`src/rtl/sync_fifo.sv`:
```
`timescale 1ns/1ps
`default_nettype none

module sync_fifo #(
    parameter type payload_t = logic [7:0],
    parameter int  DEPTH     = 4
) (
    input  logic     clk,
    input  logic     rst_n,
    input  payload_t in_data,
    input  logic     in_valid,
    output logic     in_ready,
    output payload_t out_data,
    output logic     out_valid,
    input  logic     out_ready,
    output logic     empty
);
    localparam int            PW         = (DEPTH > 1) ? $clog2(DEPTH) : 1;
    localparam logic [PW-1:0] LAST_PTR   = PW'(DEPTH - 1);
    localparam logic [PW:0]   COUNT_FULL = (PW + 1)'(DEPTH);

    payload_t      mem [DEPTH];   // Payload storage
    logic [PW-1:0] wr_ptr_q;
    logic [PW-1:0] rd_ptr_q;
    logic [PW:0]   count_q;       // Occupancy
    logic          push;
    logic          pop;

    assign in_ready  = (count_q != COUNT_FULL);
    assign out_valid = (count_q != '0);
    assign empty     = (count_q == '0);
    assign out_data  = mem[rd_ptr_q];

    assign push = in_valid & in_ready;
    assign pop  = out_valid & out_ready;

    always_ff @(posedge clk) begin
        if (push) begin
            mem[wr_ptr_q] <= in_data;
        end
    end

    always_ff @(posedge clk or negedge rst_n) begin
        if (!rst_n) begin
            wr_ptr_q <= '0;
            rd_ptr_q <= '0;
            count_q  <= '0;
        end else begin
            if (push) begin
                wr_ptr_q <= (wr_ptr_q == LAST_PTR) ? '0 : wr_ptr_q + 1'b1;   // Wrap any depth
            end
            if (pop) begin
                rd_ptr_q <= (rd_ptr_q == LAST_PTR) ? '0 : rd_ptr_q + 1'b1;
            end
            count_q <= count_q + (PW + 1)'(push) - (PW + 1)'(pop);
        end
    end

endmodule

`default_nettype wire

```
`config.mk`:
```
export PLATFORM = sky130hd
export DESIGN_NAME = sync_fifo
export DESIGN_NICKNAME = d
export VERILOG_FILES = /design/src/rtl/sync_fifo.sv
export SDC_FILE = /design/constraint.sdc
export NUM_CORES = 1
export LEC_CHECK = 0
export ABC_AREA = 1
export BUFFER_PORTS_ARGS = -buffer_cell sky130_fd_sc_hd__buf_2
export CORE_ASPECT_RATIO = 0.75
export CORE_MARGIN = 2
export CORE_UTILIZATION = 25
export DETAILED_ROUTE_END_ITERATION = 12
export GPL_TIMING_DRIVEN = 0
export PLACE_DENSITY = 0.39
export SYNTH_ARGS = -nofsm -noshare
export SYNTH_HDL_FRONTEND = slang
export SYNTH_SLANG_ARGS = --single-unit
```
`constraint.sdc`:
```
create_clock -name clk -period 2.2 [get_ports clk]
set_clock_uncertainty 0.05 [all_clocks]
set_input_delay 0.44 -clock clk [delete_from_list [all_inputs] [get_ports clk]]
set_output_delay 0.44 -clock clk [all_outputs]
set_load 0.01 [all_outputs]
```
; ---- Word level (Yosys, flattened, before mapping)
; Memory sizes are Yosys's and may differ from the RTL's.
; Cells that the tools add are included.
[word_totals]
mem_count = 1
out_inout_bits = 11
inputBits = 12
ram_bits = 32
reg_bits = 7
word_cells = 19
[op_classes]
mux = 4
reduce_logical = 2
n_eq_ne = 3
bitwise = 2
addsub = 4
[mem_list]
columns = name, words, word_bits, rd, rd_clocked_by_memory_dff, write_ports, line
row1 = mem, 4, 8, 1, 0, 1, 22  ; payload_t mem [DEPTH];
[op_table]
columns = op, count
row1 = adder 2 x 1 -> 2 bit (second input constant), 2
row2 = equality test 2 bit (second input constant), 2
row3 = two-way mux 2 bit, 2
row4 = adder 3 x 1 -> 3 bit, 1
row5 = zero test 3 bit, 1
row6 = inequality test 3 bit (second input constant), 1
row7 = nonzero test 3 bit, 1
row8 = subtractor 3 x 1 -> 3 bit, 1
row9 = bitwise AND 1 bit, 2
row10 = two-way mux 1 bit, 2

; ---- Longest topological paths before layout
[depth]
word_depth = 4
depth_mapped = 12
depth_no_buf = 12

; ---- Worst setup path after synthesis
; Ideal clock, no wire load.
[synth_path]
path_type = reg2reg
from = register count_q[1]
to = register count_q[1]
setup_slack_ns = 0.241
required_ns = 2.036
setup_ns = 0.114
path_stages_with_launch = 11
path_buffers = 0
arrival_time_ns = 1.795
period_less_slack_ns = 1.959
path_cell_list = dfrtp_1 nor2_4 nand2_2 nand2_2 inv_1 ha_1 inv_1 ha_1 inv_1 fa_1 inv_1
[synth_via]
word_cells_on_any_way = 6
classes_between = add/sub: 2 / eq/ne: 1 / bitwise: 2 / reduce/logical: 1
[synth_lines]
columns = element, line
row1 = start: declaration, 25  ; logic [PW:0] count_q;
row2 = start signal: assignment, 55  ; count_q <= count_q + (PW + 1)'(push) - (PW + 1)'(pop);
row3 = nonzero test 3 bit, 30  ; assign out_valid = (count_q != '0);
row4 = named net out_valid, 14  ; output logic out_valid,
row5 = bitwise AND 1 bit, 35  ; assign pop = out_valid & out_ready;
row6 = named net pop, 27  ; logic pop;
row7 = subtractor 3 x 1 -> 3 bit, 55
; The timed path passes the listed nets, and every way through them passes these cells.
; A chain may end at the register's enable or synchronous reset.

; ---- Worst setup path after layout
[layout_path]
from = register count_q[1]
to = register count_q[1]
[layout_via]
word_cells_on_any_way = 6
classes_between = add/sub: 2 / eq/ne: 1 / bitwise: 2 / reduce/logical: 1
[layout_lines]
columns = element, line
row1 = nonzero test 3 bit, 30
row2 = bitwise AND 1 bit, 35
row3 = named net pop, 27
row4 = subtractor 3 x 1 -> 3 bit, 55
; The timed path passes the listed nets, and every way through them passes these cells.

==> flow_metrics.py <==
metrics = {
    "yosys": {
        "syn_inst": 150,
        "syn_area_um2": 1780,
        "synth-compound-area-share_pct": 7.05,
        "ys_ff_latch": 39,
        "yosys.area.top_type_share_pct": 54.1,
        "ys_types": 17,
        "yosysSeqAreaShare_pct": 64.0,
        "synth_xor_area_share_pct": 0.987,
        "synthAdderAreaFrac_pct": 6.06,
        "synth.largest_area_cell": "edfxtp_1",
        "syn_nets": 170,
        "ys_warn_count": 0,
        "avgSynthCellArea_um2": 11.8,
        "synth_top_family_by_area": "simple AND/OR/NAND/NOR gates",
        "synth-simple-area-share_pct": 12.4,
        "synth_area_leaders": "edfxtp_1, dfrtp_1, nand2_1, o211ai_1, inv_1",
        "synthMuxAreaShare_pct": 0,
    },
    "clock_network": {
        "postCtsSetupBuffers": 0,
        "cts_buffers": 5,
        "cts_tree": "built",
        "cts.sinks": 39,
        "root_buffer": "clkbuf_8",
        "cts_max_level": 2,
        "cts.clk_slew.worst_paths_ns": 0.08,
        "cts_max_path_buffers": 2,
        "clk_latency_ns": 0.29,
    },
    "finish": {
        "num-nets-final": 200,
        "fill_cells": 717,
        "syn2layout_area_growth_pct": 18.8,
        "final_cell_mix": "nand2_1, edfxtp_1, inv_1, buf_2, o211ai_1",
        "multi_input_area_um2": 470,
        "finalNonFillerCells": 265,
        "layout_commonest_cell": "nand2_1",
        "final_design_area_no_fill_um2": 2110,
        "diodes": 0,
        "regArea_um2": 1140,
        "drive_above_1_share_pct": 23.2,
    },
    "timing": {
        "hold_viol": 0,
        "finalMaxSlewViolations": 0,
        "setup_tns_ns": 0,
        "finalSetupViolations": 0,
        "rsz0062_at_grt": "false",
        "worst_slack_ns": 0.181,
        "worstMarginPinSlew_ns": 0.928,
        "timing.fmax_mhz": 495,
        "slew_headroom_pct": 37.9,
        "min_period_over_period_pct": 91.8,
        "period_minus_slack_ns": 2.02,
        "whs_ns": 0.315,
    },
    "routing": {
        "wirelength_um": 3600,
        "initialDrtViolationCount": 52,
        "route.detailed.drc": 0,
        "vias": 1097,
        "routedWlPerCell_um": 13.6,
        "dr.pass1.iters": 4,
        "final_antenna_net_count": 0,
        "viasPerCell": 4.14,
    },
    "floorplanning": {
        "dieArea_um2": 7800,
        "die_w_um": 101,
        "die_h_um": 77.0,
        "rows": 26,
        "io_pins": 23,
        "core_um2": 6830,
        "initial_core_util_pct": 26.0,
    },
    "critical_path": {
        "critPathMaxFanout": 5,
        "crit_arrival_ns": 2.15,
        "crit_buf_inv": 4,
        "crit_chain": "nor2_4 -> nand2_2 -> nand2_2 -> inv_1 -> ha_1 -> inv_1 -> ha_1 -> inv_1 -> fa_1 -> inv_1",
        "ff2ff_setup_slack_ns": 0.18,
        "slowest_stage": "fa_1",
        "criticalPathCategory": "reg -> reg",
        "critPathRequiredTime_ns": 2.33,
        "cp_common_cell": "inv_1",
        "max_stage_delay_ns": 0.47,
        "crit_family": "adder cells",
        "end_kind": "flop",
        "cp-start-kind": "flop",
    },
    "pwr": {
        "peakVddDrop_mv": 0.350,
        "power_frac_clock_pct": 20.6,
        "power.density_nw_per_um2": 1320,
        "power_frac_seq_pct": 39.7,
        "power_frac_comb_pct": 39.7,
        "switching_share_pct": 36.6,
        "switchingPower_mw": 1.02,
        "p_leak_nw": 0.921,
        "p_int_mw": 1.77,
    },
    "grt": {
        "grt_pass1_wl_um": 5860,
        "grt_pass1_vias": 1134,
        "antenna_found_initial": 0,
        "grt.total_usage_pct": 10.3,
        "grt_max_degree": 13,
        "gr-total-overflow": 0,
    },
    "status": {
        "status": "finished, final reports clean",
    },
    "placed_design": {
        "preCtsSetupSlack_ns": 0.138,
        "postPlaceCellArea_um2": 1990,
        "dp_hpwl_um": 2470,
        "port_buffers": 22,
        "placedCellCount": 256,
        "routabilityCongestion": 0.632,
    },
    "job": {
        "cap_violations": 0,
    },
    "worst_hold_path": {
        "holdCritPathClass": "in -> reg",
    },
}
path summary, 6_finish.rpt:
path | startpoint | to | cells past startpoint
hold / removal | in_data[3] | mem[3][3] | 1
setup reg to reg | count_q[1] | count_q[1] | 10
setup / recovery | count_q[1] | count_q[1] | 10
max in group asynchronous | rst_n | count_q[1] | 2
hold reg to reg | wr_ptr_q[1] | wr_ptr_q[1] | 2
min in group asynchronous | rst_n | wr_ptr_q[0] | 2
sequential cells by signal, indices dropped and copies added (netlist names):
| signal | cells |
|---|---|
| mem | 32 |
| count_q | 3 |
| rd_ptr_q | 2 |
| wr_ptr_q | 2 |
synthesized netlist by cell type, drive strengths merged:
cell type and count:
xor2 1, edfxtp 32, fa 1, o211ai 16, nor2 7, inv 30, xnor2 1, buf 5
ha 7, dfrtp 7, nand2 39, nand3 4
timing repair:
action	4_1_cts	5_1_grt
resized for setup	0	1
endpoints found under the setup margin	0	1
hold endpoints to repair	7	0
hold buffers	1	0
worst reg2reg max path, stage by stage, from the launching register on:
cell and delay, ns:
dfrtp_2 0.46, nor2_4 0.17, nand2_2 0.10, nand2_2 0.09, inv_1 0.05, ha_1 0.26
inv_1 0.05, ha_1 0.13, inv_1 0.05, fa_1 0.47, inv_1 0.04
power by group through the flow:
stage | Clock [mW] | Combinational [mW] | Sequential [mW]
detailed placement | 0 | 1.14 | 1.13
global route | 0.632 | 1.27 | 1.13
global placement | 0 | 1.11 | 1.11
finish | 0.575 | 1.11 | 1.11
CTS | 0.589 | 1.14 | 1.11
floorplan | 0 | 0.772 | 1.10
cell families after synthesis:
group                      after synthesis
xor gates and xnor gates                 2
buffers and inverters                   35
DFF                                     39
adders and majority gates                8
AOI/OAI and AO/OA                       16
and+or+nand+nor                         50
metal layers:
layer	routed length, um	GRT usage [%]	part of all wire (%)	vias up
met5	0	0	0	-
met4	41	3.24	1.1	0
met3	117	4.01	3.2	4
met2	1690	15.8	47	16
met1	1750	13.2	49	528
li1	-	-	-	549
stage by stage:
stage,power [mW],utilization [%]
after floorplan,1.87,-
after global placement,2.23,29.1
after detailed placement,2.26,29.1
after CTS,2.84,30.9
after global routing,3.03,30.9
final,2.79,30.9
final cells by class:
type / count / share of cell area (%)
plain buffers: 5 / 2.67
clock buffers: 5 / 3.26
clock inverters: 3 / 1.84
inverters: 30 / 5.34
multi-input cells: 76 / 22.3
flip-flops and latches: 39 / 53.9
well taps: 84 / 4.98
repair buffers: 23 / 5.69
(Power assumes the default switching activity.)
