<file path="src/common/draw_config.svh">
`ifndef DRAW_CONFIG_SVH
`define DRAW_CONFIG_SVH

// Visible screen in pixels
`define DRAW_SCREEN_W 640
`define DRAW_SCREEN_H 480

`define DRAW_FB_DEPTH 307200   // W * H cells of 2 bits
`define DRAW_FB_AW    19       // Cell address width

`define DRAW_CMD_DEPTH 4       // Queued draw commands
`define DRAW_PIX_DEPTH 8       // Pixels in flight to the frame store

// AXI4-Lite register map
`define DRAW_REG_WORD_A 32'h0000_0000   // Row, col, colour, shape
`define DRAW_REG_WORD_B 32'h0000_0004   // Size, flags; queues the command
`define DRAW_REG_STATUS 32'h0000_0008   // Busy and done count

`endif

</file>
<file path="src/common/draw_pkg.sv">
`default_nettype none
`include "draw_config.svh"

package draw_pkg;

    typedef enum logic [1:0] {
        SHAPE_RECT   = 2'b00,
        SHAPE_CIRCLE = 2'b01,
        SHAPE_RSV2   = 2'b10,   // Completes, draws nothing
        SHAPE_RSV3   = 2'b11
    } shape_e;

    typedef struct packed {
        logic [8:0] row;        // Top row or centre row
        logic [9:0] col;        // Left column or centre column
        logic [1:0] color;
        shape_e     shape;
        logic [9:0] size_w;     // Rectangle width
        logic [8:0] size_hr;    // Height or radius
        logic       erase;      // Draw with colour 0
        logic       fill_all;   // Whole screen
    } draw_cmd_t;

    typedef struct packed {
        logic [`DRAW_FB_AW-1:0] addr;   // row * 640 + col
        logic [1:0]             color;
    } pixel_t;

    localparam logic [1:0] RESP_OKAY   = 2'b00;
    localparam logic [1:0] RESP_SLVERR = 2'b10;

    typedef struct packed {
        logic [31:0] addr;
        logic        valid;
    } axil_aw_t;

    typedef struct packed {
        logic [31:0] data;
        logic [3:0]  strb;
        logic        valid;
    } axil_w_t;

    typedef struct packed {
        logic [31:0] addr;
        logic        valid;
    } axil_ar_t;

    typedef struct packed {
        logic [1:0] resp;
        logic       valid;
    } axil_b_t;

    typedef struct packed {
        logic [31:0] data;
        logic [1:0]  resp;
        logic        valid;
    } axil_r_t;

endpackage

`default_nettype wire

</file>
<file path="src/cmd_intake/cmd_intake.sv">
`timescale 1ns/1ps
`default_nettype none
`include "draw_config.svh"

module cmd_intake (
    input  logic                clk,
    input  logic                rst_n,
    input  draw_pkg::axil_aw_t  aw,
    input  draw_pkg::axil_w_t   w,
    input  draw_pkg::axil_ar_t  ar,
    input  logic                bready,
    input  logic                rready,
    input  logic                cmd_ready,        // Command FIFO has room
    input  logic                raster_busy,
    input  logic                raster_done,      // One pulse per finished command
    input  logic                pix_fifo_empty,
    output logic                awready,
    output logic                wready,
    output logic                arready,
    output draw_pkg::axil_b_t   b,
    output draw_pkg::axil_r_t   r,
    output draw_pkg::draw_cmd_t cmd,
    output logic                cmd_valid
);
    import draw_pkg::*;

    logic        wr_accept_q;   // Shared AW/W ready
    logic        wr_fire;
    logic        rd_fire;
    logic        hit_a;
    logic        hit_b;
    logic [8:0]  row_q;         // Word A fields, kept until the next word A
    logic [9:0]  col_q;
    logic [1:0]  color_q;
    shape_e      shape_q;
    logic [15:0] done_cnt_q;
    logic [3:0]  pending_q;     // Queued but not yet counted
    logic [2:0]  owed_q;        // Done seen, last pixels maybe still queued
    logic        count_en;
    logic        busy;
    logic [31:0] status;

    assign hit_a = (aw.addr == `DRAW_REG_WORD_A);
    assign hit_b = (aw.addr == `DRAW_REG_WORD_B);

    assign awready = wr_accept_q;
    assign wready  = wr_accept_q;
    assign wr_fire = wr_accept_q & aw.valid & w.valid;

    // Ready one cycle after both valids; word B also needs FIFO room
    always_ff @(posedge clk or negedge rst_n) begin
        if (!rst_n) begin
            wr_accept_q <= 1'b0;
        end else begin
            wr_accept_q <= aw.valid & w.valid & ~wr_accept_q & ~b.valid
                         & (~hit_b | cmd_ready);
        end
    end

    always_ff @(posedge clk or negedge rst_n) begin
        if (!rst_n) begin
            row_q   <= '0;
            col_q   <= '0;
            color_q <= '0;
            shape_q <= SHAPE_RECT;
        end else if (wr_fire && hit_a) begin
            row_q   <= w.data[8:0];
            col_q   <= w.data[18:9];
            color_q <= w.data[20:19];
            shape_q <= shape_e'(w.data[22:21]);
        end
    end

    // Held word A plus the live word B
    always_comb begin
        cmd.row      = row_q;
        cmd.col      = col_q;
        cmd.color    = color_q;
        cmd.shape    = shape_q;
        cmd.size_hr  = w.data[8:0];
        cmd.size_w   = w.data[18:9];
        cmd.erase    = w.data[19];
        cmd.fill_all = w.data[20];
    end

    assign cmd_valid = wr_fire & hit_b;   // Room was checked before ready

    always_ff @(posedge clk or negedge rst_n) begin
        if (!rst_n) begin
            b <= '0;
        end else if (wr_fire) begin
            b.valid <= 1'b1;
            b.resp  <= (hit_a | hit_b) ? RESP_OKAY : RESP_SLVERR;   // Status is read-only
        end else if (bready) begin
            b.valid <= 1'b0;
        end
    end

    assign arready = ~r.valid;            // One read outstanding
    assign rd_fire = ar.valid & arready;

    always_ff @(posedge clk or negedge rst_n) begin
        if (!rst_n) begin
            r <= '0;
        end else if (rd_fire) begin
            r.valid <= 1'b1;
            if (ar.addr == `DRAW_REG_STATUS) begin
                r.data <= status;
                r.resp <= RESP_OKAY;
            end else begin
                r.data <= '0;
                r.resp <= RESP_SLVERR;
            end
        end else if (rready) begin
            r.valid <= 1'b0;
        end
    end

    // Count only once the pixel FIFO has drained into the frame store
    assign count_en = (owed_q != 3'd0) & pix_fifo_empty;

    always_ff @(posedge clk or negedge rst_n) begin
        if (!rst_n) begin
            owed_q     <= '0;
            pending_q  <= '0;
            done_cnt_q <= '0;
        end else begin
            owed_q     <= owed_q + 3'(raster_done) - 3'(count_en);
            pending_q  <= pending_q + 4'(cmd_valid & cmd_ready) - 4'(count_en);
            done_cnt_q <= done_cnt_q + 16'(count_en);
        end
    end

    assign busy   = (pending_q != 4'd0) | raster_busy | ~pix_fifo_empty;
    assign status = {done_cnt_q, 15'd0, busy};

endmodule

`default_nettype wire

</file>
<file path="config.mk">
export PLATFORM = sky130hd
export DESIGN_NAME = cmd_intake
export DESIGN_NICKNAME = d
export VERILOG_FILES = /design/src/common/draw_pkg.sv /design/src/cmd_intake/cmd_intake.sv
export VERILOG_INCLUDE_DIRS = /design/src /design/src/common
export SDC_FILE = /design/constraint.sdc
export NUM_CORES = 1
export LEC_CHECK = 0
export ABC_AREA = 1
export ABC_CLOCK_PERIOD_IN_PS = 1900
export BUFFER_PORTS_ARGS = -buffer_cell sky130_fd_sc_hd__buf_2
export CORE_MARGIN = 8
export CORE_UTILIZATION = 41
export CTS_BUF_LIST = sky130_fd_sc_hd__clkbuf_16
export DETAILED_ROUTE_END_ITERATION = 10
export GPL_ROUTABILITY_DRIVEN = 1
export PLACE_DENSITY_LB_ADDON = 0.08
export REMOVE_ABC_BUFFERS = 1
export SYNTH_ARGS = -nofsm -noshare
export SYNTH_HDL_FRONTEND = slang
export SYNTH_SLANG_ARGS = --single-unit
export TNS_END_PERCENT = 10
</file>
<file path="constraint.sdc">
create_clock -name clk -period 1.9 [get_ports clk]
set_input_delay 0.19 -clock clk [delete_from_list [all_inputs] [get_ports clk]]
set_output_delay 0.19 -clock clk [all_outputs]
set_load 0.02 [all_outputs]
</file>
---- Word-level counts from Yosys, hierarchy flattened ----
Cells that the tools add are included.
word-level totals
  ROM bits ................................ 0
  input bits .............................. 111
  flip-flop bits (word level) ............. 85
  output and inout port bits .............. 86
  memories kept ........................... 0
  word-level logic and storage cells ...... 51
  latch bits .............................. 0
  memory bits (writable) .................. 0
cells by class
  div/mod/pow operators ................... 0
  reductions and logical operators ........ 6
  add/subtract/negate cells ............... 5
  equality and inequality tests ........... 2
  bitwise gates (word level) .............. 19
  $mul .................................... 0
  muxes and demuxes ....................... 6
  order comparisons ....................... 0
  shifts and indexed selects .............. 0
operators by type and width
  cell                                                  count
  2-to-1 mux 34 bit                                     1
  equality test 32 x 3 -> 1 bit, second input constant  1
  equality test 32 x 4 -> 1 bit, second input constant  1
  logical NOT 32 bit                                    1
  adder 16 x 1 -> 16 bit                                1
  bitwise AND 1 bit                                     10
  inverter 1 bit                                        5
  adder 4 x 1 -> 4 bit                                  1
  2-to-1 mux 1 bit                                      4
  OR 1 bit                                              4
  nonzero test 2 bit                                    2
  nonzero test 4 bit                                    1
  subtractor 4 x 1 -> 4 bit                             1
  adder 3 x 1 -> 3 bit                                  1
  nonzero test 3 bit                                    1
  subtractor 3 x 1 -> 3 bit                             1
  2-to-1 mux 2 bit                                      1
  logical AND 1 bit                                     1

---- Logic depth before layout (Yosys ltp) ----
  word-level depth ........................ 6
  depth in mapped cells ................... 14
  depth with buffers taken out ............ 14

---- Least setup slack after synthesis ----
OpenSTA, ideal clock, no wires.
  path type ............................... reg2reg
  from .................................... register wr_accept_q (netlist: awready)
  to ...................................... register pending_q[2]
  arrival time ............................ 2.091 ns
  setup time .............................. 0.123 ns
  setup slack ............................. -0.314 ns
  period minus slack after synthesis ...... 2.214 ns
  stages on the path, launching flop included .. 12
  data required time ...................... 1.777 ns
  path buffers ............................ 0
  path through ............................ dfrtp_1 -> inv_1 -> nor2_2 -> inv_1 -> nor2_2 -> nand2_1 -> ha_1 -> inv_1 -> ha_1 -> inv_1 -> fa_1 -> xnor2_1
on the way
  cells in the longest elaborated chain, start to end .. 6
RTL lines
  element                         RTL line           source
  from (decl)                     cmd_intake.sv:27   logic wr_accept_q;
  from (signal assigned)          cmd_intake.sv:55   wr_accept_q <= aw.valid & w.valid & ~wr_accept_q & ~b.valid
  bitwise AND 1 bit (2 in a row)  cmd_intake.sv:48   assign wr_fire = wr_accept_q & aw.valid & w.valid;
  bitwise AND 1 bit               cmd_intake.sv:86   assign cmd_valid = wr_fire & hit_b;
  net cmd_valid                   cmd_intake.sv:23   output logic cmd_valid
  bitwise AND 1 bit               cmd_intake.sv:129  pending_q <= pending_q + 4'(cmd_valid & cmd_ready) - 4'(count_en);
  adder 4 x 1 -> 4 bit            cmd_intake.sv:129
  subtractor 4 x 1 -> 4 bit       cmd_intake.sv:129
  to (signal assigned)            cmd_intake.sv:129
  to (decl)                       cmd_intake.sv:37   logic [3:0] pending_q;
The timed path passes the listed nets, and every way through them passes these cells.
A chain may end at the register's enable or synchronous reset.

---- Worst setup path in the final report ----
  from .................................... register owed_q[1]
  to ...................................... register pending_q[1]
on the way
  cells in the longest elaborated chain, start to end .. 3
RTL lines
  element                    RTL line           source
  from (decl)                cmd_intake.sv:38   logic [2:0] owed_q;
  from (signal assigned)     cmd_intake.sv:128  owed_q <= owed_q + 3'(raster_done) - 3'(count_en);
  nonzero test 3 bit         cmd_intake.sv:120  assign count_en = (owed_q != 3'd0) & pix_fifo_empty;
  bitwise AND 1 bit          cmd_intake.sv:120
  subtractor 4 x 1 -> 4 bit  cmd_intake.sv:129
Every way passes these cells.

==> results by group <==
Power and ir drop
  • Clock network fraction of design power: between 30% and 40%
  • Net switching fraction of the power: 29.0%
  • Leakage: 2.87 nW
  • Comb power frac: between 20% and 30%
  • P_sw: 1.26 mW
  • Pwr dens: between 800 and 900 nW/um^2
  • P_int: 3.07 mW
  • Seq pwr share: 40.7%
  • Worst VDD drop: 0.388 mV

Clocking
  • CTS root buffer: clkbuf_16
  • Clk sinks: 68
  • Clock transition at the registers of the reported paths: 0.05 ns
  • Number of buffers created by CTS: 9
  • Clock Latency Late Sink: 0.33 ns
  • Clk buf depth: 2
  • H-Tree Depth: 3
  • TritonCTS clock tree: done

Drt
  • Drt pass-1 iters: 6
  • Vias per Instance: approximately 4.5
  • Drt drc: 0
  • Antenna Nets Post-Route: 0
  • Final wirelength: between 9 and 10 mm
  • Via count: 3,341
  • DR WL/cell: 12.6 um
  • Initial DRC Count: 129

Worst setup path
  • CP Capture Type: register
  • Worst setup SP type: register
  • Critical Path AT: 2.14 ns
  • CP Class: reg -> reg
  • WP data required: 2.12 ns
  • R2r setup slk: -0.02 ns
  • FF-to-FF path depth: 7
  • Max Fanout on Critical Path: 3
  • RR Endpoint: pending_q[1]
  • R2R Path Start: owed_q[1]

Logic synthesis
  • Mapped Cells: 459
  • Ranking of synthesized cells by area: dfrtp_1 46%, nand2_1 12%, buf_4 8.7%
  • FFs w/ async S/R, synth: 100%
  • Synth top area share: a little under half
  • Mapped cell area: 3730 sq um
  • Cell variety after synth: 27
  • Leading area contributor after synthesis: dfrtp_1
  • Post-synthesis sequential area ratio: 45.6%
  • Synth warnings: 0
  • Register bit total from synthesis: 68
  • Avg Inst Size Synth: 8.12 sq um
  • Top_reg_cell synth: dfrtp_1
  • Post-synth EDFFs: 0

STA
  • Final hold slack: a little under 0.05 ns
  • Setup ws final: -0.0178 ns
  • Pins Over Slew Limit: 0
  • Period minus WS final: approximately 1.9 ns
  • Final setup viols: 1
  • Clk_skew: 0.00585 ns
  • Hold Fails Final Rpt: 0
  • F_max: 521 MHz
  • RSZ-0062 raised after global routing: yes
  • Tcrit/Tclk final: 101%

Layout
  • Area Growth Syn to Fin: 31.7%
  • Nets: 748
  • Multi-input logic area: between 1500 and 2000 sq um
  • Antenna diode instance count: 0
  • Layout cells sized above 1: a little under two fifths
  • Finished Cell Area: 4910 sq um
  • Sequential cell area: 1700 sq um
  • Fillers: 893

Global routing
  • Initial antenna violation count: 0
  • First-pass GRT wire length: 15.8 mm
  • Vias in the first global route: ~3,500
  • Gr ovfl total: 0
  • GRT Overall Usage: 15.1%
  • Largest net degree at the start of global routing: 69

Die
  • Die footprint: between 10,000 and 15,000 sq um
  • Die H: 111 um
  • Die Span X: 111 um
  • Initial Utilization: between 40% and 50%
  • I/O pins: 197
  • Placement Rows: 35
  • Core Area: 9020 sq um

Min path
  • Min-Delay Endpoint: b[0]
  • Hold Path Stages: 2
  • Hold Path Class: in -> reg
  • Hold path start: bready

Job
  • Max Cap Viol: 0

Placed design
  • Placed inst area: 4510 sq um
  • I/O Buffers: 166
  • Hpwl dp: 7.20 mm
  • Gpl congestion: 0.757

Run status
  • Violated checks: negative setup slack
  • Outcome: finished with violations
## power groups by stage
stage               clock [mW]  combinational, mW  sequential [mW]
global route              1.75               1.06             1.78
floorplan                    0              0.522             1.77
finish                    1.63              0.936             1.76
global placement             0              0.851             1.77
CTS                       1.68              0.929             1.75
detailed placement           0              0.890             1.77
## synth_stat cells (all sizes together), types with 2 or more instances
library cell	instances
xnor2	9
inv	52
nor3	2
dfrtp	68
fa	2
nand3	50
xor2	6
buf	47
ha	9
o21ai	4
nand4	10
a21oi	3
nand2	125
nor2	67
## how the worst max path moves through the flow
stage                     cells after the start           end  startpoint
after floorplan                              14  pending_q[2]      aw[17]
after global placement                       15  pending_q[2]      aw[21]
after detailed placement                     15  pending_q[2]      aw[21]
after CTS                                     7  pending_q[1]   owed_q[2]
after global routing                         11  pending_q[1]     awready
final                                         7  pending_q[1]   owed_q[1]
## flip-flops by register name (all words and copies together) (netlist names)
| signal | count |
|---|---|
| color_q | 2 |
| awready | 1 |
| b | 2 |
| pending_q | 4 |
| done_cnt_q | 16 |
| row_q | 9 |
| r | 19 |
| owed_q | 3 |
| shape_q | 2 |
| col_q | 10 |
## layout make-up
| type | count | share of cell area (%) |
|---|---|---|
| multi-input cells | 307 | 32.0 |
| well taps | 111 | 2.83 |
| clock buffers | 9 | 4.59 |
| clock inverters | 7 | 1.38 |
| inverters | 52 | 3.97 |
| flip-flops and latches | 68 | 34.6 |
| repair buffers | 188 | 20.6 |
## critical path, cell delays in order (launching register included)
cell and delay (ns):
dfrtp_1 0.38, o31a_1 0.34, ha_1 0.31, inv_2 0.08, ha_4 0.13, inv_2 0.03
fa_2 0.50, inv_1 0.03
## layer usage
layer	track usage [%]	part of all wire [%]	up-vias
li1	-	-	1702
met1	17.1	42	1499
met2	24.4	47	132
met3	7.04	9.5	8
met4	5.69	0.88	0
met5	0	0	-
## stage by stage
stage / std cells / TNS (ns) / total power [mW] / setup WS [ns] / util (%)
2_1_floorplan: 427 / -1.43 / 2.29 / -0.535 / -
3_3_place_gp: 718 / -0.308 / 2.62 / -0.160 / 50.0
3_5_place_dp: 718 / -0.408 / 2.66 / -0.216 / 50.0
4_1_cts: 741 / -0.0710 / 4.36 / -0.0623 / 54.0
5_1_grt: 742 / -0.248 / 4.59 / -0.109 / 54.4
6_report: 742 / -0.0178 / 4.33 / -0.0178 / 54.4
## logic make-up (layout without fill, tap and decap cells)
kind of cell | Yosys count | count (layout) | synth area share (%)
other cells | 1 | 17 | 0.101
xor+xnor | 15 | 15 | 3.52
simple gates | 256 | 256 | 30.4
flops | 68 | 68 | 45.6
buf+inv | 100 | 256 | 15.0
compound gates | 8 | 8 | 1.17
fa+ha+maj | 11 | 11 | 4.09
## repair_timing
item                       CTS  global route
pin swaps                    5             3
buffers inserted             6             1
hold endpoints to repair    68             0
gates resized for setup      5             9
setup endpoints to repair    2             8
hold buffers                 1             0
## cell usage in the layout (no fill, tap or decap), drive strengths merged
master,instances
dlygate4sd3,1
nand4,10
inv,54
conb,17
dfrtp,68
xor2,6
nor3,2
nand2,125
o21ai,4
and2,1
clkinvlp,2
nand3b,1
clkinv,2
ha,9
o31a,1
buf,187
nand3,50
xnor2,9
clkbuf,9
fa,2
a21oi,3
bufinv,1
nor2,67
Note: power is estimated with default switching activity, not from simulation.
