<file path="src/common/draw_config.svh">
`ifndef DRAW_CONFIG_SVH
`define DRAW_CONFIG_SVH

// Visible screen in pixels
`define DRAW_SCREEN_W 640
`define DRAW_SCREEN_H 480

`define DRAW_FB_DEPTH 307200   // W * H cells of 2 bits
`define DRAW_FB_AW    19       // Cell address width

`define DRAW_CMD_DEPTH 4       // Queued draw commands
`define DRAW_PIX_DEPTH 8       // Pixels in flight to the frame store

// AXI4-Lite register map
`define DRAW_REG_WORD_A 32'h0000_0000   // Row, col, colour, shape
`define DRAW_REG_WORD_B 32'h0000_0004   // Size, flags; queues the command
`define DRAW_REG_STATUS 32'h0000_0008   // Busy and done count

`endif

</file>
<file path="src/common/draw_pkg.sv">
`default_nettype none
`include "draw_config.svh"

package draw_pkg;

    typedef enum logic [1:0] {
        SHAPE_RECT   = 2'b00,
        SHAPE_CIRCLE = 2'b01,
        SHAPE_RSV2   = 2'b10,   // Completes, draws nothing
        SHAPE_RSV3   = 2'b11
    } shape_e;

    typedef struct packed {
        logic [8:0] row;        // Top row or centre row
        logic [9:0] col;        // Left column or centre column
        logic [1:0] color;
        shape_e     shape;
        logic [9:0] size_w;     // Rectangle width
        logic [8:0] size_hr;    // Height or radius
        logic       erase;      // Draw with colour 0
        logic       fill_all;   // Whole screen
    } draw_cmd_t;

    typedef struct packed {
        logic [`DRAW_FB_AW-1:0] addr;   // row * 640 + col
        logic [1:0]             color;
    } pixel_t;

    localparam logic [1:0] RESP_OKAY   = 2'b00;
    localparam logic [1:0] RESP_SLVERR = 2'b10;

    typedef struct packed {
        logic [31:0] addr;
        logic        valid;
    } axil_aw_t;

    typedef struct packed {
        logic [31:0] data;
        logic [3:0]  strb;
        logic        valid;
    } axil_w_t;

    typedef struct packed {
        logic [31:0] addr;
        logic        valid;
    } axil_ar_t;

    typedef struct packed {
        logic [1:0] resp;
        logic       valid;
    } axil_b_t;

    typedef struct packed {
        logic [31:0] data;
        logic [1:0]  resp;
        logic        valid;
    } axil_r_t;

endpackage

`default_nettype wire

</file>
<file path="src/raster/shape_raster.sv">
`timescale 1ns/1ps
`default_nettype none
`include "draw_config.svh"

module shape_raster (
    input  logic                clk,
    input  logic                rst_n,
    input  draw_pkg::draw_cmd_t cmd,
    input  logic                cmd_valid,
    output logic                cmd_ready,
    output draw_pkg::pixel_t    pix,
    output logic                pix_valid,
    input  logic                pix_ready,
    output logic                busy,
    output logic                done       // One cycle after the last position
);
    import draw_pkg::*;

    localparam int                 AW       = `DRAW_FB_AW;
    localparam logic signed [11:0] X_MAX    = 12'(`DRAW_SCREEN_W - 1);
    localparam logic signed [11:0] Y_MAX    = 12'(`DRAW_SCREEN_H - 1);
    localparam logic [AW-1:0]      ROW_STEP = AW'(`DRAW_SCREEN_W);

    typedef enum logic [1:0] {ST_IDLE, ST_SCAN, ST_DONE} state_e;

    state_e             state_q;
    logic signed [11:0] col_s;                     // Zero-extended command fields
    logic signed [11:0] row_s;
    logic signed [11:0] w_s;
    logic signed [11:0] hr_s;
    logic signed [11:0] bx0;                       // Raw bounding box
    logic signed [11:0] bx1;
    logic signed [11:0] by0;
    logic signed [11:0] by1;
    logic signed [11:0] cx0;                       // Clipped to the screen
    logic signed [11:0] cx1;
    logic signed [11:0] cy0;
    logic signed [11:0] cy1;
    logic               shape_ok;
    logic               box_ok;
    logic [AW-1:0]      start_addr;
    logic [17:0]        r2_next;
    logic [9:0]         x_q;
    logic [9:0]         x0_q;
    logic [9:0]         x1_q;
    logic [9:0]         cx_q;
    logic [8:0]         y_q;
    logic [8:0]         y1_q;
    logic [8:0]         cy_q;
    logic [17:0]        r2_q;
    logic [AW-1:0]      addr_q;                    // Cell at (y_q, x_q)
    logic [AW-1:0]      row_addr_q;                // Cell at (y_q, x0_q)
    logic [1:0]         color_q;
    logic               circle_q;
    logic               fill_q;
    logic               box_ok_q;
    logic signed [24:0] dx;
    logic signed [24:0] dy;
    logic signed [24:0] dist2;
    logic               in_shape;
    logic               last;
    logic               step;

    assign col_s = $signed({2'b00, cmd.col});
    assign row_s = $signed({3'b000, cmd.row});
    assign w_s   = $signed({2'b00, cmd.size_w});
    assign hr_s  = $signed({3'b000, cmd.size_hr});

    always_comb begin
        bx0      = col_s;
        bx1      = col_s;
        by0      = row_s;
        by1      = row_s;
        shape_ok = 1'b1;
        if (cmd.fill_all) begin
            bx0 = 12'sd0;
            bx1 = X_MAX;
            by0 = 12'sd0;
            by1 = Y_MAX;
        end else if (cmd.shape == SHAPE_RECT) begin
            bx1 = col_s + w_s - 12'sd1;    // Zero width gives an empty box
            by1 = row_s + hr_s - 12'sd1;
        end else if (cmd.shape == SHAPE_CIRCLE) begin
            bx0 = col_s - hr_s;
            bx1 = col_s + hr_s;
            by0 = row_s - hr_s;
            by1 = row_s + hr_s;
        end else begin
            shape_ok = 1'b0;               // Reserved codes just complete
        end
        cx0 = (bx0 < 12'sd0) ? 12'sd0 : bx0;
        cx1 = (bx1 > X_MAX) ? X_MAX : bx1;
        cy0 = (by0 < 12'sd0) ? 12'sd0 : by0;
        cy1 = (by1 > Y_MAX) ? Y_MAX : by1;
    end

    assign box_ok     = shape_ok & (cx0 <= cx1) & (cy0 <= cy1);
    assign start_addr = AW'({cy0[8:0], 9'd0}) + AW'({cy0[8:0], 7'd0}) + AW'(cx0[9:0]);   // y*640
    assign r2_next    = {9'd0, cmd.size_hr} * {9'd0, cmd.size_hr};

    // Circle test on the current position
    assign dx       = $signed({15'd0, x_q}) - $signed({15'd0, cx_q});
    assign dy       = $signed({16'd0, y_q}) - $signed({16'd0, cy_q});
    assign dist2    = dx * dx + dy * dy;
    assign in_shape = fill_q | ~circle_q | (dist2 <= $signed({7'd0, r2_q}));

    assign last      = (x_q == x1_q) & (y_q == y1_q);
    assign step      = (state_q == ST_SCAN) & pix_ready;   // Stall while pixel FIFO full
    assign pix_valid = (state_q == ST_SCAN) & box_ok_q & in_shape;
    assign pix.addr  = addr_q;
    assign pix.color = color_q;

    assign cmd_ready = (state_q == ST_IDLE);
    assign busy      = (state_q != ST_IDLE);
    assign done      = (state_q == ST_DONE);

    always_ff @(posedge clk or negedge rst_n) begin
        if (!rst_n) begin
            state_q <= ST_IDLE;
        end else begin
            case (state_q)
                ST_IDLE: if (cmd_valid) state_q <= ST_SCAN;
                ST_SCAN: if (!box_ok_q || (pix_ready && last)) state_q <= ST_DONE;
                default: state_q <= ST_IDLE;
            endcase
        end
    end

    always_ff @(posedge clk) begin
        if (cmd_valid && cmd_ready) begin
            x_q        <= cx0[9:0];
            y_q        <= cy0[8:0];
            x0_q       <= cx0[9:0];
            x1_q       <= cx1[9:0];
            y1_q       <= cy1[8:0];
            cx_q       <= cmd.col;
            cy_q       <= cmd.row;
            r2_q       <= r2_next;
            addr_q     <= start_addr;
            row_addr_q <= start_addr;
            color_q    <= cmd.erase ? 2'd0 : cmd.color;
            circle_q   <= (cmd.shape == SHAPE_CIRCLE);
            fill_q     <= cmd.fill_all;
            box_ok_q   <= box_ok;
        end else if (step) begin
            if (x_q == x1_q) begin                 // Next row, back to left edge
                x_q        <= x0_q;
                y_q        <= y_q + 1'b1;
                row_addr_q <= row_addr_q + ROW_STEP;
                addr_q     <= row_addr_q + ROW_STEP;
            end else begin
                x_q    <= x_q + 1'b1;
                addr_q <= addr_q + 1'b1;
            end
        end
    end

endmodule

`default_nettype wire

</file>
<file path="config.mk">
export PLATFORM = sky130hd
export DESIGN_NAME = shape_raster
export DESIGN_NICKNAME = d
export VERILOG_FILES = /design/src/common/draw_pkg.sv /design/src/raster/shape_raster.sv
export VERILOG_INCLUDE_DIRS = /design/src /design/src/common
export SDC_FILE = /design/constraint.sdc
export NUM_CORES = 1
export LEC_CHECK = 0
export BUFFER_PORTS_ARGS = -buffer_cell sky130_fd_sc_hd__clkbuf_2
export CAP_MARGIN = 10
export CELL_PAD_IN_SITES_DETAIL_PLACEMENT = 1
export CELL_PAD_IN_SITES_GLOBAL_PLACEMENT = 2
export CORE_UTILIZATION = 42
export DETAILED_ROUTE_END_ITERATION = 8
export PLACE_DENSITY = 0.93
export SKIP_CTS_REPAIR_TIMING = 1
export SYNTH_ARGS = -nofsm -noshare
export SYNTH_HDL_FRONTEND = slang
export SYNTH_SLANG_ARGS = --single-unit
export TNS_END_PERCENT = 100
</file>
<file path="constraint.sdc">
create_clock -name clk -period 12.3 [get_ports clk]
set_input_delay 0.615 -clock clk [delete_from_list [all_inputs] [get_ports clk]]
set_output_delay 0.615 -clock clk [all_outputs]
set_load 0.005 [all_outputs]
</file>
# Word-level counts from Yosys, hierarchy flattened

Index checks and enable logic that the tools add are counted.

Register bits after elaboration: 130
Latch bits: 0
Bits in writable memories: 0
Bits in read-only memories: 0
Input bits: 48
Logic and storage cells: 102
Memories: 0

Add/sub/neg operators: 16
Multipliers: 3
Div/mod/pow operators: 0
$lt $le $gt $ge: 7
Eq/ne operators: 7
Shift operators: 0
Multiplexer cells: 34
Bitwise gates (word level): 9
Reduce and logical (&&, ||, !) cells: 11

Operators with widths:

| kind                                                                               | number |
|---|---|
| 12-bit two-way mux                                                                 | 14 |
| 19-bit two-way mux                                                                 | 6 |
| 10-bit two-way mux                                                                 | 4 |
| 9-bit two-way mux                                                                  | 3 |
| 12-bit less-or-equal comparator                                                    | 2 |
| 12-bit by 1-bit < comparator with 1-bit output (second input constant)             | 2 |
| 22-bit by 20-bit adder with 23-bit output                                          | 1 |
| 23-bit by 19-bit less-or-equal comparator with 1-bit output                        | 1 |
| 11-bit by 11-bit multiplier with 22-bit output                                     | 1 |
| 10-bit by 10-bit multiplier with 20-bit output                                     | 1 |
| 9-bit by 9-bit subtractor with 10-bit output                                       | 2 |
| 18-bit by 16-bit adder with 19-bit output                                          | 1 |
| 19-bit by 1-bit adder with 19-bit output (second input constant)                   | 1 |
| 19-bit by 10-bit adder with 19-bit output                                          | 1 |
| 19-bit by 10-bit adder with 19-bit output (second input constant)                  | 1 |
| 9-bit by 9-bit multiplier with 18-bit output                                       | 1 |
| 12-bit by 10-bit greater-than comparator with 1-bit output (second input constant) | 1 |
| 12-bit by 11-bit greater-than comparator with 1-bit output (second input constant) | 1 |
| 11-bit by 1-bit subtractor with 12-bit output (second input constant)              | 1 |
| 12-bit by 2-bit subtractor with 12-bit output (second input constant)              | 1 |
| 10-bit by 10-bit adder with 11-bit output                                          | 1 |
| 10-bit by 9-bit adder with 11-bit output                                           | 1 |
| 11-bit two-way mux                                                                 | 1 |
| 10-bit by 10-bit subtractor with 11-bit output                                     | 1 |
| other kinds (22)                                                                   | 37 |

# Longest topological paths before layout

Word-level depth: 9
Gate-level depth with buffers: 41
Depth with buffers taken out: 41

# Least setup slack after synthesis

OpenSTA, ideal clock, no wires.

Path kind: flip-flop to output port
Start: register y_q[1]
End: output port pix_valid
Arrival: 8.962 ns
Path slack: 2.723 ns
Stages on the path, launching flop included: 38
Buffers on the path: 2
Path through: edfxtp_1 > ha_1 > nor2b_1 > o21ai_0 > a21boi_0 > o21ai_0 > a21oi_1 > a31o_2 > clkbuf_1 > inv_1 > clkbuf_1 > nand2_1 > inv_1 > fa_1 > inv_1 > fa_1 > inv_1 > fa_1 > (+2 left out) > fa_1 > inv_1 > fa_1 > inv_1 > ha_1 > nor3_1 > o21ai_0 > a31oi_1 > o21bai_1 > a21oi_1 > o21ai_0 > xnor2_1 > ha_1 > a2111oi_0 > nand3_1 > o21ai_0 > a41oi_1 > o21ai_0

Word-level cells in the longest chain between the ends: 6

RTL lines:

| what                                                        | RTL line            | text |
|---|---|---|
| start: declaration                                          | shape_raster.sv:47  | `logic [8:0] y_q;` |
| start signal: assignment                                    | shape_raster.sv:132 | `y_q <= cy0[8:0];` |
| start signal: assignment                                    | shape_raster.sv:148 | `y_q <= y_q + 1'b1;` |
| 9-bit by 9-bit subtractor with 10-bit output                | shape_raster.sv:103 | `assign dy = $signed({16'd0, y_q}) - $signed({16'd0, cy_q});` |
| 10-bit by 10-bit multiplier with 20-bit output              | shape_raster.sv:104 | `assign dist2 = dx * dx + dy * dy;` |
| 22-bit by 20-bit adder with 23-bit output                   | shape_raster.sv:104 |  |
| 23-bit by 19-bit less-or-equal comparator with 1-bit output | shape_raster.sv:105 | `assign in_shape = fill_q \| ~circle_q \| (dist2 <= $signed({7'd0, r2_q}));` |
| 1-bit bitwise OR                                            | shape_raster.sv:105 |  |
| 1-bit AND                                                   | shape_raster.sv:109 | `assign pix_valid = (state_q == ST_SCAN) & box_ok_q & in_shape;` |
| end: declaration                                            | shape_raster.sv:12  | `output logic pix_valid,` |

Every way passes these cells.

# Worst setup path after layout

Start: register x_q[0]
End: output port pix_valid

Word-level cells in the longest chain between the ends: 6

RTL lines:

| what                                                        | RTL line            | text |
|---|---|---|
| start: declaration                                          | shape_raster.sv:43  | `logic [9:0] x_q;` |
| start signal: assignment                                    | shape_raster.sv:131 | `x_q <= cx0[9:0];` |
| start signal: assignment                                    | shape_raster.sv:147 | `x_q <= x0_q;` |
| start signal: assignment                                    | shape_raster.sv:152 | `x_q <= x_q + 1'b1;` |
| 10-bit by 10-bit subtractor with 11-bit output              | shape_raster.sv:102 | `assign dx = $signed({15'd0, x_q}) - $signed({15'd0, cx_q});` |
| 11-bit by 11-bit multiplier with 22-bit output              | shape_raster.sv:104 |  |
| 22-bit by 20-bit adder with 23-bit output                   | shape_raster.sv:104 |  |
| 23-bit by 19-bit less-or-equal comparator with 1-bit output | shape_raster.sv:105 |  |
| 1-bit bitwise OR                                            | shape_raster.sv:105 |  |
| 1-bit AND                                                   | shape_raster.sv:109 |  |

Every way passes these cells.

==> results.json <==
{
  "dp.final_hpwl_um": 51300,
  "vias_in_the_first_global_route": 18900,
  "initial_core_utilization_pct": 42.8,
  "yosys_most_used_dff": "edfxtp_1",
  "ant_nets": 0,
  "clock_insertion_delay_worst_skew_ns": 0.44,
  "initial_antenna_violation_count": 1,
  "drc_errors": 0,
  "hold_viol": 0,
  "port_buffers": 72,
  "synth_enable_flop_cells": 127,
  "fin_crit_ns": 11.70,
  "dr.pass1.iters": 5,
  "crit_path_kind": "flip-flop to output port",
  "gp_routability_congestion": 0.943,
  "chipHeight_um": 226,
  "clock_skew_ns": 0.0114,
  "worst-slew-pin-transition_ns": 1.06,
  "finalSetupViolations": 0,
  "r2r_setup_slack_ns": 9.49,
  "timing.hold.worst_path_depth": 2,
  "critical_path_arrival_ns": 11.08,
  "netlist_instances": 2310,
  "maxCapViolCount": 0,
  "totalWireLength_um": 61200,
  "number_of_vias_after_detailed_routing": 16400,
  "grt_overflow_total": 0,
  "timing.final.crit_share_pct": 95.1,
  "final_max_slew_viols": 0,
  "timing.slew.headroom_pct": 28.7,
  "max_root_sink_buffers": 2,
  "synth-seq-area-share_pct": 18.3,
  "worst-endpoint-required_ns": 11.69,
  "finalNetCount": 2938,
  "netlist_area_um2": 21100,
  "worst_path_largest_cell_delay_ns": 0.57,
  "run_status": "finished, final reports clean",
  "cts.root.buffer_cell": "clkbuf_16",
  "min_to": "color_q[0]$_SDFFCE_PP0P_",
  "worst_hold_path_type": "input port to flip-flop",
  "io_pins": 73,
  "reg2reg_depth": 6,
  "dr.first_iter.drc_count": 866,
  "hold_path_startpoint": "cmd[1]",
  "cts_buffers": 17,
  "grt_setup_unrepaired": "no",
  "post_synth_num_cell_types": 73,
  "grt_util_all_layers_pct": 25.4,
  "avgRoutedWirePerCell_um": 20.0,
  "ys_warn_count": 0,
  "cp-startpoint": "x_q[0]$_DFFE_PP_",
  "die-area_um2": 51100,
  "post_synthesis_sequential_element_count": 129,
  "grt_max_degree": 60,
  "core.rowCount": 81,
  "worst-path-max-fanout": 7,
  "clk_pin_slew_worst_paths_ns": 0.06,
  "tritoncts_clock_tree": "built",
  "fp.dieW_um": 226,
  "first_pass_grt_wire_length_um": 100000,
  "syn-mean-instance-area_um2": 9.12,
  "core_region_area_um2": 49300,
  "syn_nets": 2868,
  "route.detailed.vias_per_inst": 5.36,
  "total_negative_slack_ns": 0,
  "worst_setup_path_end_kind": "output port",
  "htree_num_levels": 4,
  "numClockSinks": 129,
  "area.growth.synth_to_final_pct": 8.46,
  "fmax_mhz": 85.5,
  "regToRegStartpoint": "state_q[1]$_DFFE_PN0P_",
  "final.fill_count": 5835,
  "drive_gt1_share_pct": 6.44,
  "synthArstFlopShare_pct": 1.55,
  "critPathLaunchType": "flip-flop",
  "crit_path_top_delay_cell": "xnor2_1",
  "timing.rr.end": "y_q[0]$_DFFE_PP_"
}
placed cells by master (no fill, tap or decap), types with 24 or more instances in the layout:
cell type  instances
nand2_1          150
ha_1             243
xnor2_1          108
nor3_1            28
a21oi_1          115
o21ai_0           69
nor2b_1           33
clkbuf_2          72
edfxtp_1         127
nor2_1           189
a211oi_1          24
xor2_1            49
inv_1            500
fa_1             267
a21o_1            29
nand3_1           42
flip-flops by register name (all words and copies together) (netlist names):
name,count
state_q,2
x1_q,10
r2_q,17
box_ok_q,1
fill_q,1
addr_q,19
x_q,10
x0_q,10
cy_q,9
row_addr_q,19
cx_q,10
y_q,9
color_q,2
circle_q,1
y1_q,9
worst max path at each step:
stage | to | slack (ns) | depth (start not counted)
2_1_floorplan | pix_valid | 2.72 | 37
3_3_place_gp | pix_valid | 1.46 | 36
3_5_place_dp | pix_valid | 0.97 | 39
4_1_cts | pix_valid | 0.47 | 36
5_1_grt | pix_valid | 0.09 | 36
6_report | pix_valid | 0.60 | 39
worst max-delay path, delay by kind of cell, from the launching register on:
family	cells	cell delay, ns
and+or+nand+nor	3	0.49
AOI/OAI and AO/OA	14	3.26
buffers and inverters	9	0.92
DFF	1	0.48
xor gates and xnor gates	2	0.73
adders and majority gates	11	4.74
cell type report:
cell class	instances	area (µm²)	area share, %
Multi-Input combinational cell	1631	15200	66.3
Sequential cell	129	3860	16.9
Inverter	511	1920	8.40
Tap cell	664	831	3.63
Timing Repair Buffer	90	498	2.18
Clock buffer	18	429	1.88
Clock inverter	14	154	0.673
Antenna cell	1	2.50	0.0109
per-stage QoR:
stage | util [%] | instance area, µm² | setup WS, ns | instances | hold slack [ns]
floorplan | - | 21100 | 2.72 | 2310 | 0.319
global placement | 45.2 | 22300 | 1.46 | 3024 | 0.403
detailed placement | 45.2 | 22300 | 0.969 | 3024 | 0.412
CTS | 46.4 | 22800 | 0.469 | 3056 | -0.0590
global route | 46.4 | 22900 | 0.0884 | 3058 | 0.466
finish | 46.4 | 22900 | 0.602 | 3058 | 0.460
synthesized netlist by cell type (5+ instances only):
cell type	instances	area [µm²]
nor2b_1	33	206
clkbuf_1	32	120
or2_2	9	56.3
and3_1	20	125
nand4_1	15	93.8
o21bai_1	15	113
nor4b_1	5	43.8
clkinv_1	10	37.5
nor4_1	9	56.3
a31oi_1	6	37.5
buf_1	6	22.5
a211oi_1	24	180
a21oi_1	115	576
mux2_2	10	113
nand3_1	42	210
nor3b_1	6	45.0
ha_1	243	3040
inv_1	501	1880
a21boi_0	9	67.6
nand3b_1	7	52.6
mux2i_1	17	170
o21ai_0	70	350
fa_1	267	5350
nand2b_1	20	125
o31ai_1	11	82.6
edfxtp_1	127	3810
nand2_1	150	563
o21a_1	12	90.1
nor2_1	190	713
or3_1	13	81.3
a21o_1	29	218
xor2_1	49	429
o211ai_1	10	75.1
and2_1	14	87.6
o22ai_1	6	37.5
a211o_1	5	43.8
nor3_1	29	145
xnor2_1	108	946
kinds of logic after synthesis:
group / synth area share [%]
adders and majority gates: 39.8
AOI/OAI and AO/OA: 11.4
muxes: 1.34
and+or+nand+nor: 12.8
DFF: 18.3
xor gates and xnor gates: 6.53
buffers and inverters: 9.80
layer usage:
layer | track usage, % | part of all wire [%] | vias up
met4 | 10.5 | 3.8 | 0
li1 | - | - | 7684
met3 | 2.50 | 2.9 | 109
met1 | 30.0 | 41 | 8291
met5 | 0 | 0 | -
met2 | 46.7 | 52 | 303
Power is not shown: default switching activity piles up to over one toggle a cycle in this logic, so the estimate is an artifact.
